===== config.mk =====
export PLATFORM = sky130hd
export DESIGN_NAME = cpuCore
export DESIGN_NICKNAME = d
export VERILOG_FILES = /design/src/hdl/cpuIsaPkg.sv /design/src/hdl/cpuBusPkg.sv /design/src/hdl/registerFile.sv /design/src/hdl/aluUnit.sv /design/src/hdl/programCounter.sv /design/src/hdl/cpuControl.sv /design/src/hdl/cpuCore.sv
export SDC_FILE = /design/constraint.sdc
export NUM_CORES = 1
export LEC_CHECK = 0
export ABC_CLOCK_PERIOD_IN_PS = 10600
export BUFFER_PORTS_ARGS = -buffer_cell sky130_fd_sc_hd__clkbuf_2
export CAP_MARGIN = 30
export CORE_MARGIN = 4
export CORE_UTILIZATION = 30
export CTS_CLUSTER_SIZE = 10
export DETAILED_ROUTE_END_ITERATION = 7
export SLEW_MARGIN = 0
export SYNTH_ARGS = -nofsm -noshare
export SYNTH_HDL_FRONTEND = slang
export SYNTH_HIERARCHICAL = 1
export SYNTH_SLANG_ARGS = --single-unit

===== constraint.sdc =====
create_clock -name clk -period 10.6 [get_ports clk]
set_input_delay 2.12 -clock clk [delete_from_list [all_inputs] [get_ports clk]]
set_output_delay 2.12 -clock clk [all_outputs]
set_load 0.005 [all_outputs]

===== src/hdl/cpuIsaPkg.sv =====
// Instruction-set constants: data and field widths, opcodes, ALU function codes
package cpuIsaPkg;

  localparam int dataWidth    = 16;
  localparam int regAddrWidth = 4;
  localparam int numRegs      = 16;

  localparam int opcodeWidth  = 4;  // Instruction bits 15:12
  localparam int immWidth     = 8;  // LLB/LHB byte and branch offset
  localparam int memOffWidth  = 4;  // LW/SW offset, sign extended
  localparam int shamtWidth   = 4;  // SLL/SRA amount

  localparam logic [opcodeWidth-1:0] opAdd = 4'h0;
  localparam logic [opcodeWidth-1:0] opSub = 4'h1;
  localparam logic [opcodeWidth-1:0] opAnd = 4'h2;
  localparam logic [opcodeWidth-1:0] opXor = 4'h3;
  localparam logic [opcodeWidth-1:0] opSll = 4'h4;
  localparam logic [opcodeWidth-1:0] opSra = 4'h5;
  localparam logic [opcodeWidth-1:0] opLw  = 4'h6;
  localparam logic [opcodeWidth-1:0] opSw  = 4'h7;
  localparam logic [opcodeWidth-1:0] opLlb = 4'h8;
  localparam logic [opcodeWidth-1:0] opLhb = 4'h9;
  localparam logic [opcodeWidth-1:0] opBz  = 4'hA;
  localparam logic [opcodeWidth-1:0] opBnz = 4'hB;
  localparam logic [opcodeWidth-1:0] opHlt = 4'hF;  // 4'hC..4'hE act as no-ops

  typedef enum logic [2:0] {
    aluAdd,
    aluSub,
    aluAnd,
    aluXor,
    aluSll,
    aluSra,
    aluPassB
  } aluOpT;

endpackage


===== src/hdl/cpuBusPkg.sv =====
// Wishbone bus widths and control FSM state encoding
package cpuBusPkg;

  localparam int busAddrWidth = 16;  // Word address
  localparam int busDataWidth = 16;

  typedef enum logic [2:0] {
    idle,
    fetch,
    execute,
    memory,
    writeback,
    halted
  } ctrlStateT;

endpackage


===== src/hdl/registerFile.sv =====
// Register file with hardwired zero register, two read ports and one write port
module registerFile (
  input  logic                               clk,
  input  logic                               rstN,
  input  logic [cpuIsaPkg::regAddrWidth-1:0] rdIdxA,
  input  logic [cpuIsaPkg::regAddrWidth-1:0] rdIdxB,
  input  logic [cpuIsaPkg::regAddrWidth-1:0] wrIdx,
  input  logic                               wrEn,
  input  logic [cpuIsaPkg::dataWidth-1:0]    wrData,
  output logic [cpuIsaPkg::dataWidth-1:0]    rdDataA,
  output logic [cpuIsaPkg::dataWidth-1:0]    rdDataB
);

  logic [cpuIsaPkg::dataWidth-1:0] regs [1:cpuIsaPkg::numRegs-1];  // No storage for r0

  always_ff @(posedge clk or negedge rstN) begin
    if (!rstN) begin
      for (int i = 1; i < cpuIsaPkg::numRegs; i++) begin
        regs[i] <= '0;
      end
    end else if (wrEn && (wrIdx != '0)) begin
      regs[wrIdx] <= wrData;  // Writes to r0 dropped
    end
  end

  // Reads see the pre-write value during a write cycle
  assign rdDataA = (rdIdxA == '0) ? '0 : regs[rdIdxA];
  assign rdDataB = (rdIdxB == '0) ? '0 : regs[rdIdxB];

  wrIdxKnown: assert property (
    @(posedge clk) disable iff (!rstN)
    wrEn |-> !$isunknown(wrIdx)
  ) else $error("register write with unknown index");

endmodule


===== src/hdl/aluUnit.sv =====
// ALU for add, subtract, logic and shifts, with the registered zero flag
module aluUnit (
  input  logic                            clk,
  input  logic                            rstN,
  input  cpuIsaPkg::aluOpT                aluOp,
  input  logic [cpuIsaPkg::dataWidth-1:0] opA,
  input  logic [cpuIsaPkg::dataWidth-1:0] opB,
  input  logic                            flagEn,
  output logic [cpuIsaPkg::dataWidth-1:0] result,
  output logic                            zeroFlag
);

  logic [cpuIsaPkg::shamtWidth-1:0] shamt;

  assign shamt = opB[cpuIsaPkg::shamtWidth-1:0];

  always_comb begin
    case (aluOp)
      cpuIsaPkg::aluAdd: begin
        result = opA + opB;  // Wraps
      end
      cpuIsaPkg::aluSub: begin
        result = opA - opB;
      end
      cpuIsaPkg::aluAnd: begin
        result = opA & opB;
      end
      cpuIsaPkg::aluXor: begin
        result = opA ^ opB;
      end
      cpuIsaPkg::aluSll: begin
        result = opA << shamt;
      end
      cpuIsaPkg::aluSra: begin
        result = $signed(opA) >>> shamt;
      end
      cpuIsaPkg::aluPassB: begin
        result = opB;
      end
      default: begin
        result = opB;
      end
    endcase
  end

  always_ff @(posedge clk or negedge rstN) begin
    if (!rstN) begin
      zeroFlag <= 1'b0;
    end else if (flagEn) begin
      zeroFlag <= (result == '0);
    end
  end

endmodule


===== src/hdl/programCounter.sv =====
// Program counter with increment and PC-relative branch load
module programCounter (
  input  logic                                clk,
  input  logic                                rstN,
  input  logic                                advance,
  input  logic                                branch,
  input  logic [cpuIsaPkg::immWidth-1:0]      offset,
  output logic [cpuBusPkg::busAddrWidth-1:0]  pc
);

  localparam logic [cpuBusPkg::busAddrWidth-1:0] resetPc = '0;

  logic [cpuBusPkg::busAddrWidth-1:0] offsetExt;

  assign offsetExt = {{(cpuBusPkg::busAddrWidth - cpuIsaPkg::immWidth){offset[cpuIsaPkg::immWidth-1]}},
                      offset};

  always_ff @(posedge clk or negedge rstN) begin
    if (!rstN) begin
      pc <= resetPc;
    end else if (advance) begin
      pc <= pc + 1'b1 + (branch ? offsetExt : '0);  // Target is PC+1+offset
    end
  end

  branchNeedsAdvance: assert property (
    @(posedge clk) disable iff (!rstN)
    branch |-> advance
  ) else $error("branch strobe without advance");

endmodule


===== src/hdl/cpuControl.sv =====
// Control FSM with instruction register, Wishbone master and writeback select
module cpuControl (
  input  logic                               clk,
  input  logic                               rstN,
  output logic                               wbCyc,
  output logic                               wbStb,
  output logic                               wbWe,
  output logic [cpuBusPkg::busAddrWidth-1:0] wbAdr,
  output logic [cpuBusPkg::busDataWidth-1:0] wbDatO,
  input  logic [cpuBusPkg::busDataWidth-1:0] wbDatI,
  input  logic                               wbAck,
  input  logic [cpuBusPkg::busAddrWidth-1:0] pc,
  output logic                               pcAdvance,
  output logic                               pcBranch,
  output logic [cpuIsaPkg::immWidth-1:0]     branchOffset,
  output logic [cpuIsaPkg::regAddrWidth-1:0] rdIdxA,
  output logic [cpuIsaPkg::regAddrWidth-1:0] rdIdxB,
  output logic [cpuIsaPkg::regAddrWidth-1:0] wrIdx,
  output logic                               wrEn,
  output logic [cpuIsaPkg::dataWidth-1:0]    wrData,
  input  logic [cpuIsaPkg::dataWidth-1:0]    rdDataA,
  input  logic [cpuIsaPkg::dataWidth-1:0]    rdDataB,
  output cpuIsaPkg::aluOpT                   aluOp,
  output logic [cpuIsaPkg::dataWidth-1:0]    opB,
  output logic                               flagEn,
  input  logic [cpuIsaPkg::dataWidth-1:0]    aluResult,
  input  logic                               zeroFlag,
  output logic                               halted
);

  cpuBusPkg::ctrlStateT state, nextState;

  logic [cpuBusPkg::busDataWidth-1:0]  ir;
  logic [cpuIsaPkg::dataWidth-1:0]     loadData;
  logic [cpuIsaPkg::opcodeWidth-1:0]   opcode;
  logic [cpuIsaPkg::regAddrWidth-1:0]  rdField;
  logic [cpuIsaPkg::regAddrWidth-1:0]  rsField;
  logic [cpuIsaPkg::regAddrWidth-1:0]  rtField;
  logic [cpuIsaPkg::immWidth-1:0]      imm;
  logic                                isMemOp;
  logic                                writesReg;
  logic                                branchTaken;

  // Layout: op[15:12] rd[11:8] rs[7:4] rt/offset/shamt[3:0], imm[7:0]
  assign opcode  = ir[15:12];
  assign rdField = ir[11:8];
  assign rsField = ir[7:4];
  assign rtField = ir[3:0];
  assign imm     = ir[cpuIsaPkg::immWidth-1:0];

  assign isMemOp   = (opcode == cpuIsaPkg::opLw) || (opcode == cpuIsaPkg::opSw);
  assign writesReg = opcode inside {cpuIsaPkg::opAdd, cpuIsaPkg::opSub, cpuIsaPkg::opAnd,
                                    cpuIsaPkg::opXor, cpuIsaPkg::opSll, cpuIsaPkg::opSra,
                                    cpuIsaPkg::opLlb, cpuIsaPkg::opLhb};
  assign branchTaken = ((opcode == cpuIsaPkg::opBz) && zeroFlag) ||
                       ((opcode == cpuIsaPkg::opBnz) && !zeroFlag);

  always_ff @(posedge clk or negedge rstN) begin
    if (!rstN) begin
      state <= cpuBusPkg::idle;
      ir    <= '0;
    end else begin
      state <= nextState;
      if ((state == cpuBusPkg::fetch) && wbAck) begin
        ir <= wbDatI;
      end
    end
  end

  always_ff @(posedge clk) begin
    if ((state == cpuBusPkg::memory) && wbAck && !wbWe) begin
      loadData <= wbDatI;
    end
  end

  always_comb begin
    nextState = state;
    case (state)
      cpuBusPkg::idle: begin
        nextState = cpuBusPkg::fetch;
      end
      cpuBusPkg::fetch: begin
        if (wbAck) begin
          nextState = cpuBusPkg::execute;
        end
      end
      cpuBusPkg::execute: begin
        if (opcode == cpuIsaPkg::opHlt) begin
          nextState = cpuBusPkg::halted;
        end else if (isMemOp) begin
          nextState = cpuBusPkg::memory;
        end else if (writesReg) begin
          nextState = cpuBusPkg::writeback;
        end else begin
          nextState = cpuBusPkg::fetch;  // Branches and no-ops
        end
      end
      cpuBusPkg::memory: begin
        if (wbAck) begin
          nextState = wbWe ? cpuBusPkg::fetch : cpuBusPkg::writeback;
        end
      end
      cpuBusPkg::writeback: begin
        nextState = cpuBusPkg::fetch;
      end
      default: begin
        nextState = state;  // Halted until reset
      end
    endcase
  end

  always_comb begin
    case (opcode)
      cpuIsaPkg::opAdd, cpuIsaPkg::opLw, cpuIsaPkg::opSw: aluOp = cpuIsaPkg::aluAdd;
      cpuIsaPkg::opSub: aluOp = cpuIsaPkg::aluSub;
      cpuIsaPkg::opAnd: aluOp = cpuIsaPkg::aluAnd;
      cpuIsaPkg::opXor: aluOp = cpuIsaPkg::aluXor;
      cpuIsaPkg::opSll: aluOp = cpuIsaPkg::aluSll;
      cpuIsaPkg::opSra: aluOp = cpuIsaPkg::aluSra;
      default: aluOp = cpuIsaPkg::aluPassB;
    endcase
  end

  always_comb begin
    case (opcode)
      cpuIsaPkg::opSll, cpuIsaPkg::opSra: begin
        opB = {{(cpuIsaPkg::dataWidth - cpuIsaPkg::shamtWidth){1'b0}},
               rtField[cpuIsaPkg::shamtWidth-1:0]};
      end
      cpuIsaPkg::opLw, cpuIsaPkg::opSw: begin
        opB = {{(cpuIsaPkg::dataWidth - cpuIsaPkg::memOffWidth){rtField[cpuIsaPkg::memOffWidth-1]}},
               rtField[cpuIsaPkg::memOffWidth-1:0]};
      end
      default: begin
        opB = rdDataB;
      end
    endcase
  end

  always_comb begin
    case (opcode)
      cpuIsaPkg::opLw:  wrData = loadData;
      cpuIsaPkg::opLlb: wrData = {rdDataB[cpuIsaPkg::dataWidth-1:cpuIsaPkg::immWidth], imm};
      cpuIsaPkg::opLhb: wrData = {imm, rdDataB[cpuIsaPkg::immWidth-1:0]};
      default:          wrData = aluResult;
    endcase
  end

  // Port B reads rd for store data and byte merge
  assign rdIdxA = rsField;
  assign rdIdxB = (opcode inside {cpuIsaPkg::opSw, cpuIsaPkg::opLlb, cpuIsaPkg::opLhb}) ?
                  rdField : rtField;
  assign wrIdx  = rdField;
  assign wrEn   = (state == cpuBusPkg::writeback);
  assign flagEn = (state == cpuBusPkg::execute) &&
                  (opcode inside {cpuIsaPkg::opAdd, cpuIsaPkg::opSub,
                                  cpuIsaPkg::opAnd, cpuIsaPkg::opXor});

  assign pcAdvance    = (state == cpuBusPkg::execute) && (opcode != cpuIsaPkg::opHlt);
  assign pcBranch     = (state == cpuBusPkg::execute) && branchTaken;
  assign branchOffset = imm;

  assign wbCyc  = (state == cpuBusPkg::fetch) || (state == cpuBusPkg::memory);
  assign wbStb  = wbCyc;
  assign wbWe   = (state == cpuBusPkg::memory) && (opcode == cpuIsaPkg::opSw);
  assign wbAdr  = (state == cpuBusPkg::fetch) ? pc : aluResult;
  assign wbDatO = rdDataB;
  assign halted = (state == cpuBusPkg::halted);

  stbMatchesCyc: assert property (
    @(posedge clk) disable iff (!rstN)
    wbStb == wbCyc
  ) else $error("wbStb differs from wbCyc");

  // Request must hold until the slave acks
  busHoldUntilAck: assert property (
    @(posedge clk) disable iff (!rstN)
    (wbCyc && !wbAck) |=> (wbCyc && $stable(wbAdr) && $stable(wbWe) && $stable(wbDatO))
  ) else $error("bus request changed before wbAck");

endmodule


===== src/hdl/cpuCore.sv =====
// Processor top level joining control, register file, ALU and program counter
module cpuCore (
  input  logic                               clk,
  input  logic                               rstN,
  output logic                               wbCyc,
  output logic                               wbStb,
  output logic                               wbWe,
  output logic [cpuBusPkg::busAddrWidth-1:0] wbAdr,
  output logic [cpuBusPkg::busDataWidth-1:0] wbDatO,
  input  logic [cpuBusPkg::busDataWidth-1:0] wbDatI,
  input  logic                               wbAck,
  output logic                               halted
);

  logic [cpuBusPkg::busAddrWidth-1:0] pc;
  logic                               pcAdvance;
  logic                               pcBranch;
  logic [cpuIsaPkg::immWidth-1:0]     branchOffset;
  logic [cpuIsaPkg::regAddrWidth-1:0] rdIdxA;
  logic [cpuIsaPkg::regAddrWidth-1:0] rdIdxB;
  logic [cpuIsaPkg::regAddrWidth-1:0] wrIdx;
  logic                               wrEn;
  logic [cpuIsaPkg::dataWidth-1:0]    wrData;
  logic [cpuIsaPkg::dataWidth-1:0]    rdDataA;
  logic [cpuIsaPkg::dataWidth-1:0]    rdDataB;
  cpuIsaPkg::aluOpT                   aluOp;
  logic [cpuIsaPkg::dataWidth-1:0]    opB;
  logic                               flagEn;
  logic [cpuIsaPkg::dataWidth-1:0]    aluResult;
  logic                               zeroFlag;

  cpuControl cpuControl_inst (
    .clk          (clk),
    .rstN         (rstN),
    .wbCyc        (wbCyc),
    .wbStb        (wbStb),
    .wbWe         (wbWe),
    .wbAdr        (wbAdr),
    .wbDatO       (wbDatO),
    .wbDatI       (wbDatI),
    .wbAck        (wbAck),
    .pc           (pc),
    .pcAdvance    (pcAdvance),
    .pcBranch     (pcBranch),
    .branchOffset (branchOffset),
    .rdIdxA       (rdIdxA),
    .rdIdxB       (rdIdxB),
    .wrIdx        (wrIdx),
    .wrEn         (wrEn),
    .wrData       (wrData),
    .rdDataA      (rdDataA),
    .rdDataB      (rdDataB),
    .aluOp        (aluOp),
    .opB          (opB),
    .flagEn       (flagEn),
    .aluResult    (aluResult),
    .zeroFlag     (zeroFlag),
    .halted       (halted)
  );

  registerFile registerFile_inst (
    .clk     (clk),
    .rstN    (rstN),
    .rdIdxA  (rdIdxA),
    .rdIdxB  (rdIdxB),
    .wrIdx   (wrIdx),
    .wrEn    (wrEn),
    .wrData  (wrData),
    .rdDataA (rdDataA),
    .rdDataB (rdDataB)
  );

  aluUnit aluUnit_inst (
    .clk      (clk),
    .rstN     (rstN),
    .aluOp    (aluOp),
    .opA      (rdDataA),
    .opB      (opB),
    .flagEn   (flagEn),
    .result   (aluResult),
    .zeroFlag (zeroFlag)
  );

  programCounter programCounter_inst (
    .clk     (clk),
    .rstN    (rstN),
    .advance (pcAdvance),
    .branch  (pcBranch),
    .offset  (branchOffset),
    .pc      (pc)
  );

endmodule


# Yosys cells after proc, flatten, opt, wreduce, memory -nomap -nowiden
# Memories as Yosys holds them, arrays and structs flattened.
# Cells that the tools add are included.
# word_totals
ff_bits	292
rom_bits	24
in_bits	19
memories	1
# classes
add_sub_neg	4
order_cmp	4
eq_ne	25
n_shift	2
mux	25
n_bitwise	5
n_reduce_logical	31
# mem_list
memory	depth	word_bits	rd	rd_clocked_by_memory_dff	wr	line	rtl
(no name shown)	8	3	1	0	0	cpuControl.sv:113	case (opcode)
# ops
op	n
$bwmux W240	1
$mux W16	9
$bmux W16 S4	2
$pmux W16 S6	1
$demux W16 S4	1
$pmux W16 S3	1
$add A16 B16 Y16	2
$pmux W16 S2	1
$mux W3	7
$eq A4 B4 Y1 const B	5
$add A16 B1 Y16 const B	1
$and A16 B16 Y16	1
$eq A4 B3 Y1 const B	4
$logic_not A16 Y1	1
$shl A16 B4 Y16	1
$sshr A16 B4 Y16	1
$sub A16 B16 Y16	1
$xor A16 B16 Y16	1
$ge A5 B5 Y1 const B	3
$not A4 Y5	3
$eq A3 B2 Y1 const B	4
$eq A3 B3 Y1 const B	4
$logic_not A4 Y1	3
$pmux W3 S4	1
16 further kinds	37

# Depth between registers and ports, before layout
# depth
depth_word	13
mapped_depth	33
mapped_depth_nobuf	25

# Cells and area by module
# Netlist, hierarchy kept.
# by_module_without_submodules
module	instances	cells_each	area_each_um2	seq_area_each_um2
registerFile	1	955	13145.1	6005.8
aluUnit	1	483	3490.8	25.0
cpuControl	1	248	2557.5	955.9
programCounter	1	122	1177.4	400.4

# Worst setup path before layout
# OpenSTA, ideal clock, no wires.
# synth_path
path_type	register to output
startpoint	reg cpuControl_inst/ir[14] in the netlist's numbering
endpoint	out wbAdr[15] in the netlist's numbering
arrival_ns	6.367
t_required_ns	8.480
path_slack_ns	2.113
stages_incl_launch_ff	30
path_buffers	7
path_cell_list	dfrtp_1 > or3b_1 > buf_6 > nand2_2 > mux2_2 > buf_2 > buf_4 > mux2_2 > a211o_1 > a21oi_1 > o211ai_1 > mux2_2 > buf_2 > buf_2 > buf_2 > buf_2 > nor4_1 > nand2_1 > nor2_1 > a21oi_1 > xnor2_1 > ha_1 > a21oi_1 > o21ai_0 > or4_1 > o21ba_2 > o41ai_1 > xnor2_1 > a21oi_1 > mux2_2
# synth_between
elab_chain_len	12
elab_cells_between_ends	33
# synth_rtl
element	line	rtl
start: declaration	cpuControl.sv:33	logic [cpuBusPkg::busDataWidth-1:0] ir;
start signal: assignment	cpuControl.sv:65	ir <= wbDatI;
$eq A4 B3 Y1 / $eq A4 B4 Y1 (equally long branches)	cpuControl.sv:151	assign rdIdxB = (opcode inside {cpuIsaPkg::opSw, cpuIsaPkg::opLlb, cpuIsaPkg::opLhb}) ?
$reduce_bool A3 Y1 *	cpuControl.sv:151	
$mux W4 *	cpuControl.sv:151	
via rdIdxB, one bit	cpuCore.sv:20	logic [cpuIsaPkg::regAddrWidth-1:0] rdIdxB;
$not A4 Y5 (implied by the code)	registerFile.sv:28	assign rdDataB = (rdIdxB == '0) ? '0 : regs[rdIdxB];
$bmux W16 S4	registerFile.sv:28	
$mux W16 (implied by the code) (2 in series)	registerFile.sv:28	
$mux W16 *	registerFile.sv:28	
via rdDataB, one bit	cpuCore.sv:25	logic [cpuIsaPkg::dataWidth-1:0] rdDataB;
$pmux W16 S2 *	cpuControl.sv:125	case (opcode)
via opB, one bit	cpuCore.sv:27	logic [cpuIsaPkg::dataWidth-1:0] opB;
$sub A16 B16 Y16, or another cell as far along	aluUnit.sv:23	result = opA - opB;
$pmux W16 S6 *	aluUnit.sv:18	case (aluOp)
via aluResult, one bit	cpuCore.sv:29	logic [cpuIsaPkg::dataWidth-1:0] aluResult;
$mux W16 *	cpuControl.sv:166	assign wbAdr = (state == cpuBusPkg::fetch) ? pc : aluResult;
end: declaration	cpuCore.sv:8	output logic [cpuBusPkg::busAddrWidth-1:0] wbAdr,
# The timed path passes the listed nets; every way through them passes the cells marked *. The select of a mux whose other input is x is not followed.

# Final worst setup path
# layout_path
startpoint	reg cpuControl_inst/ir[14] in the netlist's numbering
endpoint	out wbAdr[15] in the netlist's numbering
# layout_between
elab_chain_len	12
elab_cells_between_ends	33
# layout_rtl
element	line
$eq A4 B3 Y1 / $eq A4 B4 Y1 (equally long branches)	cpuControl.sv:151
$reduce_bool A3 Y1 *	cpuControl.sv:151
$mux W4 *	cpuControl.sv:151
via rdIdxB, one bit	cpuCore.sv:20
$not A4 Y5 (implied by the code)	registerFile.sv:28
$bmux W16 S4	registerFile.sv:28
$mux W16 (implied by the code) (2 in series)	registerFile.sv:28
$mux W16 *	registerFile.sv:28
$pmux W16 S2 *	cpuControl.sv:125
via opB, one bit	cpuCore.sv:27
$sub A16 B16 Y16 / $add A16 B16 Y16 (equally long branches)	aluUnit.sv:23, aluUnit.sv:20
$pmux W16 S6 *	aluUnit.sv:18
via aluResult, one bit	cpuCore.sv:29
$mux W16 *	cpuControl.sv:166
# Marked as above.

==> metrics.yaml <==
detailed_routing:
  drtIter0Drc: 1424
  viasPerCell: 5.81
  drt_wl_total_um: 68100
  ant_nets: 0
  route.detailed.drc: 0
  drtPass1Iterations: 8
  vias: 15700
  wl_per_cell_um: 25.3
logic_synthesis:
  synth_cell_types: 94
  yosys-mux-area-fraction_pct: 32.6
  synth_xor_area_share_pct: 1.38
  netlist_instances: 1808
  synth_top_area_cell: "dfrtp_1"
  ys.flop_type: "dfrtp_1"
  synth_seq_cells: 292
  synth_fp_nets: 1869
  synth.area.top_cells: "dfrtp_1 34%, mux2_2 18%, mux4_2 7.8%"
  avgSynthCellArea_um2: 11.3
  syn-cell-area_mm2: 0.0204
  yosysWarnings: 6
  post_synth_fa_ha_maj_area_fraction_pct: 2.65
  synth_compound_area_share_pct: 11.8
  synth_top_area_share_pct: 33.9
  synth_top_family_by_area: "multiplexers"
  synth_edf_count: 16
  async_flop_share_pct: 94.5
  synthSimpleGateAreaFrac_pct: 9.88
  yosysSeqAreaShare_pct: 36.3
global_routing:
  overflow: 0
  grt_max_degree: 142
  grt_first_pass_wirelength_um: 103000
  antenna_found_initial: 0
  grtUsageTotal_pct: 18.6
  grt_pass1_vias: 16100
place:
  numPortBuffers: 54
  placed_cells: 2635
  dp_hpwl_um: 46700
  routabilityCongestion: 0.949
  post_dp_cell_area_mm2: 0.0214
  pre_cts_slack_ps: 1070
sta:
  layout_min_cycle_time_ps: 10130
  finalCritPeriodShare_pct: 95.6
  fmax_mhz: 98.7
  setup_viol: 0
  maxSlewHeadroom_pct: 22.7
  worst_pin_slew_ps: 1160
  slew_violations: 0
  layout_setup_ws_ps: 468
  hold_viol: 0
  rsz0062_at_grt: "no"
  clock_skew_ps: 24.4
  fin_setup_tns_ps: 0
clock_network:
  clock-root-buffer: "clkbuf_16"
  clk_latency_ps: 560
  cts_repair_resize_count: 0
  cts_inserted_buffers: 37
  cts_tree: "built"
  post_cts_buffers: 0
  h-tree-depth: 2
  path_clk_slew_ps: 70
  ctsHoldBuffers: 0
  cts.path.max_buffers: 3
  cts.sinks: 292
run_status:
  status: "finished, final reports clean"
floorplanning:
  die_y_um: 269
  die_w_um: 269
  rows: 95
  core_mm2: 0.0673
  die_area_mm2: 0.0721
  ios: 55
  floorplan.initialDensity_pct: 30.3
worst_setup_path:
  end_kind: "output port"
  reg2reg_depth: 24
  cp.arrival_ps: 8010
  critPathLaunchType: "flip-flop"
  worstSetupPathType: "flip-flop to output port"
  worst-endpoint-required_ps: 8480
  path_max_fanout: 32
finish:
  final_common_cell: "mux2_2"
  design_area_mm2: 0.0225
  drive_gt1_share_pct: 34.0
  final_cell_mix: "332 x mux2_2, 274 x dfrtp_1, 121 x mux2i_1"
  instances_no_fill: 2695
  area_growth_pct: 10.6
  nets: 1863
  antenna_cells: 0
flow_run:
  cap_violations: 0
worst_hold_path:
  min_path_type: "flip-flop to flip-flop"
  hold_depth: 1
[layout make-up]
class / instances / area (um2)
tap: 873 / 1090
clock inverter: 4 / 77.6
inverter: 24 / 90.1
clock buffer: 55 / 1050
sequential: 292 / 7390
timing repair buffer: 129 / 898
multi-input combinational: 1318 / 11900
fill: 6631 / 44800
[synth_stat cells, types with 14 or more instances]
| master | count |
|---|---|
| mux2_2 | 334 |
| dfrtp_1 | 276 |
| mux2i_1 | 121 |
| nand2_1 | 100 |
| nor2_1 | 82 |
| mux4_2 | 71 |
| a21oi_1 | 67 |
| buf_2 | 56 |
| o21ai_0 | 50 |
| clkbuf_1 | 47 |
| buf_4 | 46 |
| ha_1 | 40 |
| nand3_1 | 32 |
| inv_1 | 22 |
| nand2b_1 | 22 |
| nor3_1 | 22 |
| o22ai_1 | 22 |
| xnor2_1 | 21 |
| a211o_1 | 20 |
| nor2b_1 | 20 |
| and3b_1 | 19 |
| a221oi_1 | 18 |
| o211ai_1 | 17 |
| buf_6 | 16 |
| edfxtp_1 | 16 |
| a22oi_1 | 14 |
[worst paths after layout]
check                                            from                          end  slack [ps]
setup / recovery               cpuControl_inst/ir[14]                    wbAdr[15]         470
max in group asynchronous                        rstN        cpuControl_inst/ir[4]        7350
setup reg to reg               cpuControl_inst/ir[14]   registerFile_inst/regs[14]        2580
hold / removal             programCounter_inst/pc[15]   programCounter_inst/pc[15]         490
min in group asynchronous                        rstN  registerFile_inst/regs[154]        1730
hold reg to reg            programCounter_inst/pc[15]   programCounter_inst/pc[15]         490
[routing by layer]
layer	routed length, um	track usage, %
met5	0	0
met4	3710	9.10
met3	4200	2.98
met2	31500	30.0
met1	28700	24.4
[kinds of logic after synthesis]
family,Yosys count
buf+inv,198
fa+ha+maj,42
xor+xnor,32
flops,292
compound gates,335
mux,530
simple gates,379
[state kept, by name, indices dropped and copies added, names as in the netlist]
signal	count
programCounter_inst/pc	16
cpuControl_inst/ir	16
aluUnit_inst/zeroFlag	1
cpuControl_inst/state	3
cpuControl_inst/loadData	16
registerFile_inst/regs	240
[through the flow]
| stage | hold WS, ps | util [%] |
|---|---|---|
| after floorplan | 436 | - |
| after global placement | 491 | 31.6 |
| after detailed placement | 489 | 31.8 |
| after CTS | 502 | 33.4 |
| after global routing | 501 | 33.5 |
| final | 492 | 33.5 |
[worst max-delay path, cell delays in order (launching register included)]
cell and delay [ps]:
dfrtp_1 530, or3b_1 700, nand2_2 240, mux2_2 740, nand2_1 340, o221ai_1 360, nand2_1 100, a221o_1 390
nand2_1 90, nand2_1 160, nor4_1 430, nand2_1 120, nor2_1 280, a21oi_1 140, xnor2_1 170, ha_1 350
a21oi_1 140, o21ai_0 180, or4_1 440, o21ba_2 220, o41ai_1 330, xnor2_1 130, a21oi_1 480, mux2_2 270
clkbuf_2 110
Power is not shown: default switching activity piles up to over one toggle a cycle in this logic, so the estimate is an artifact.
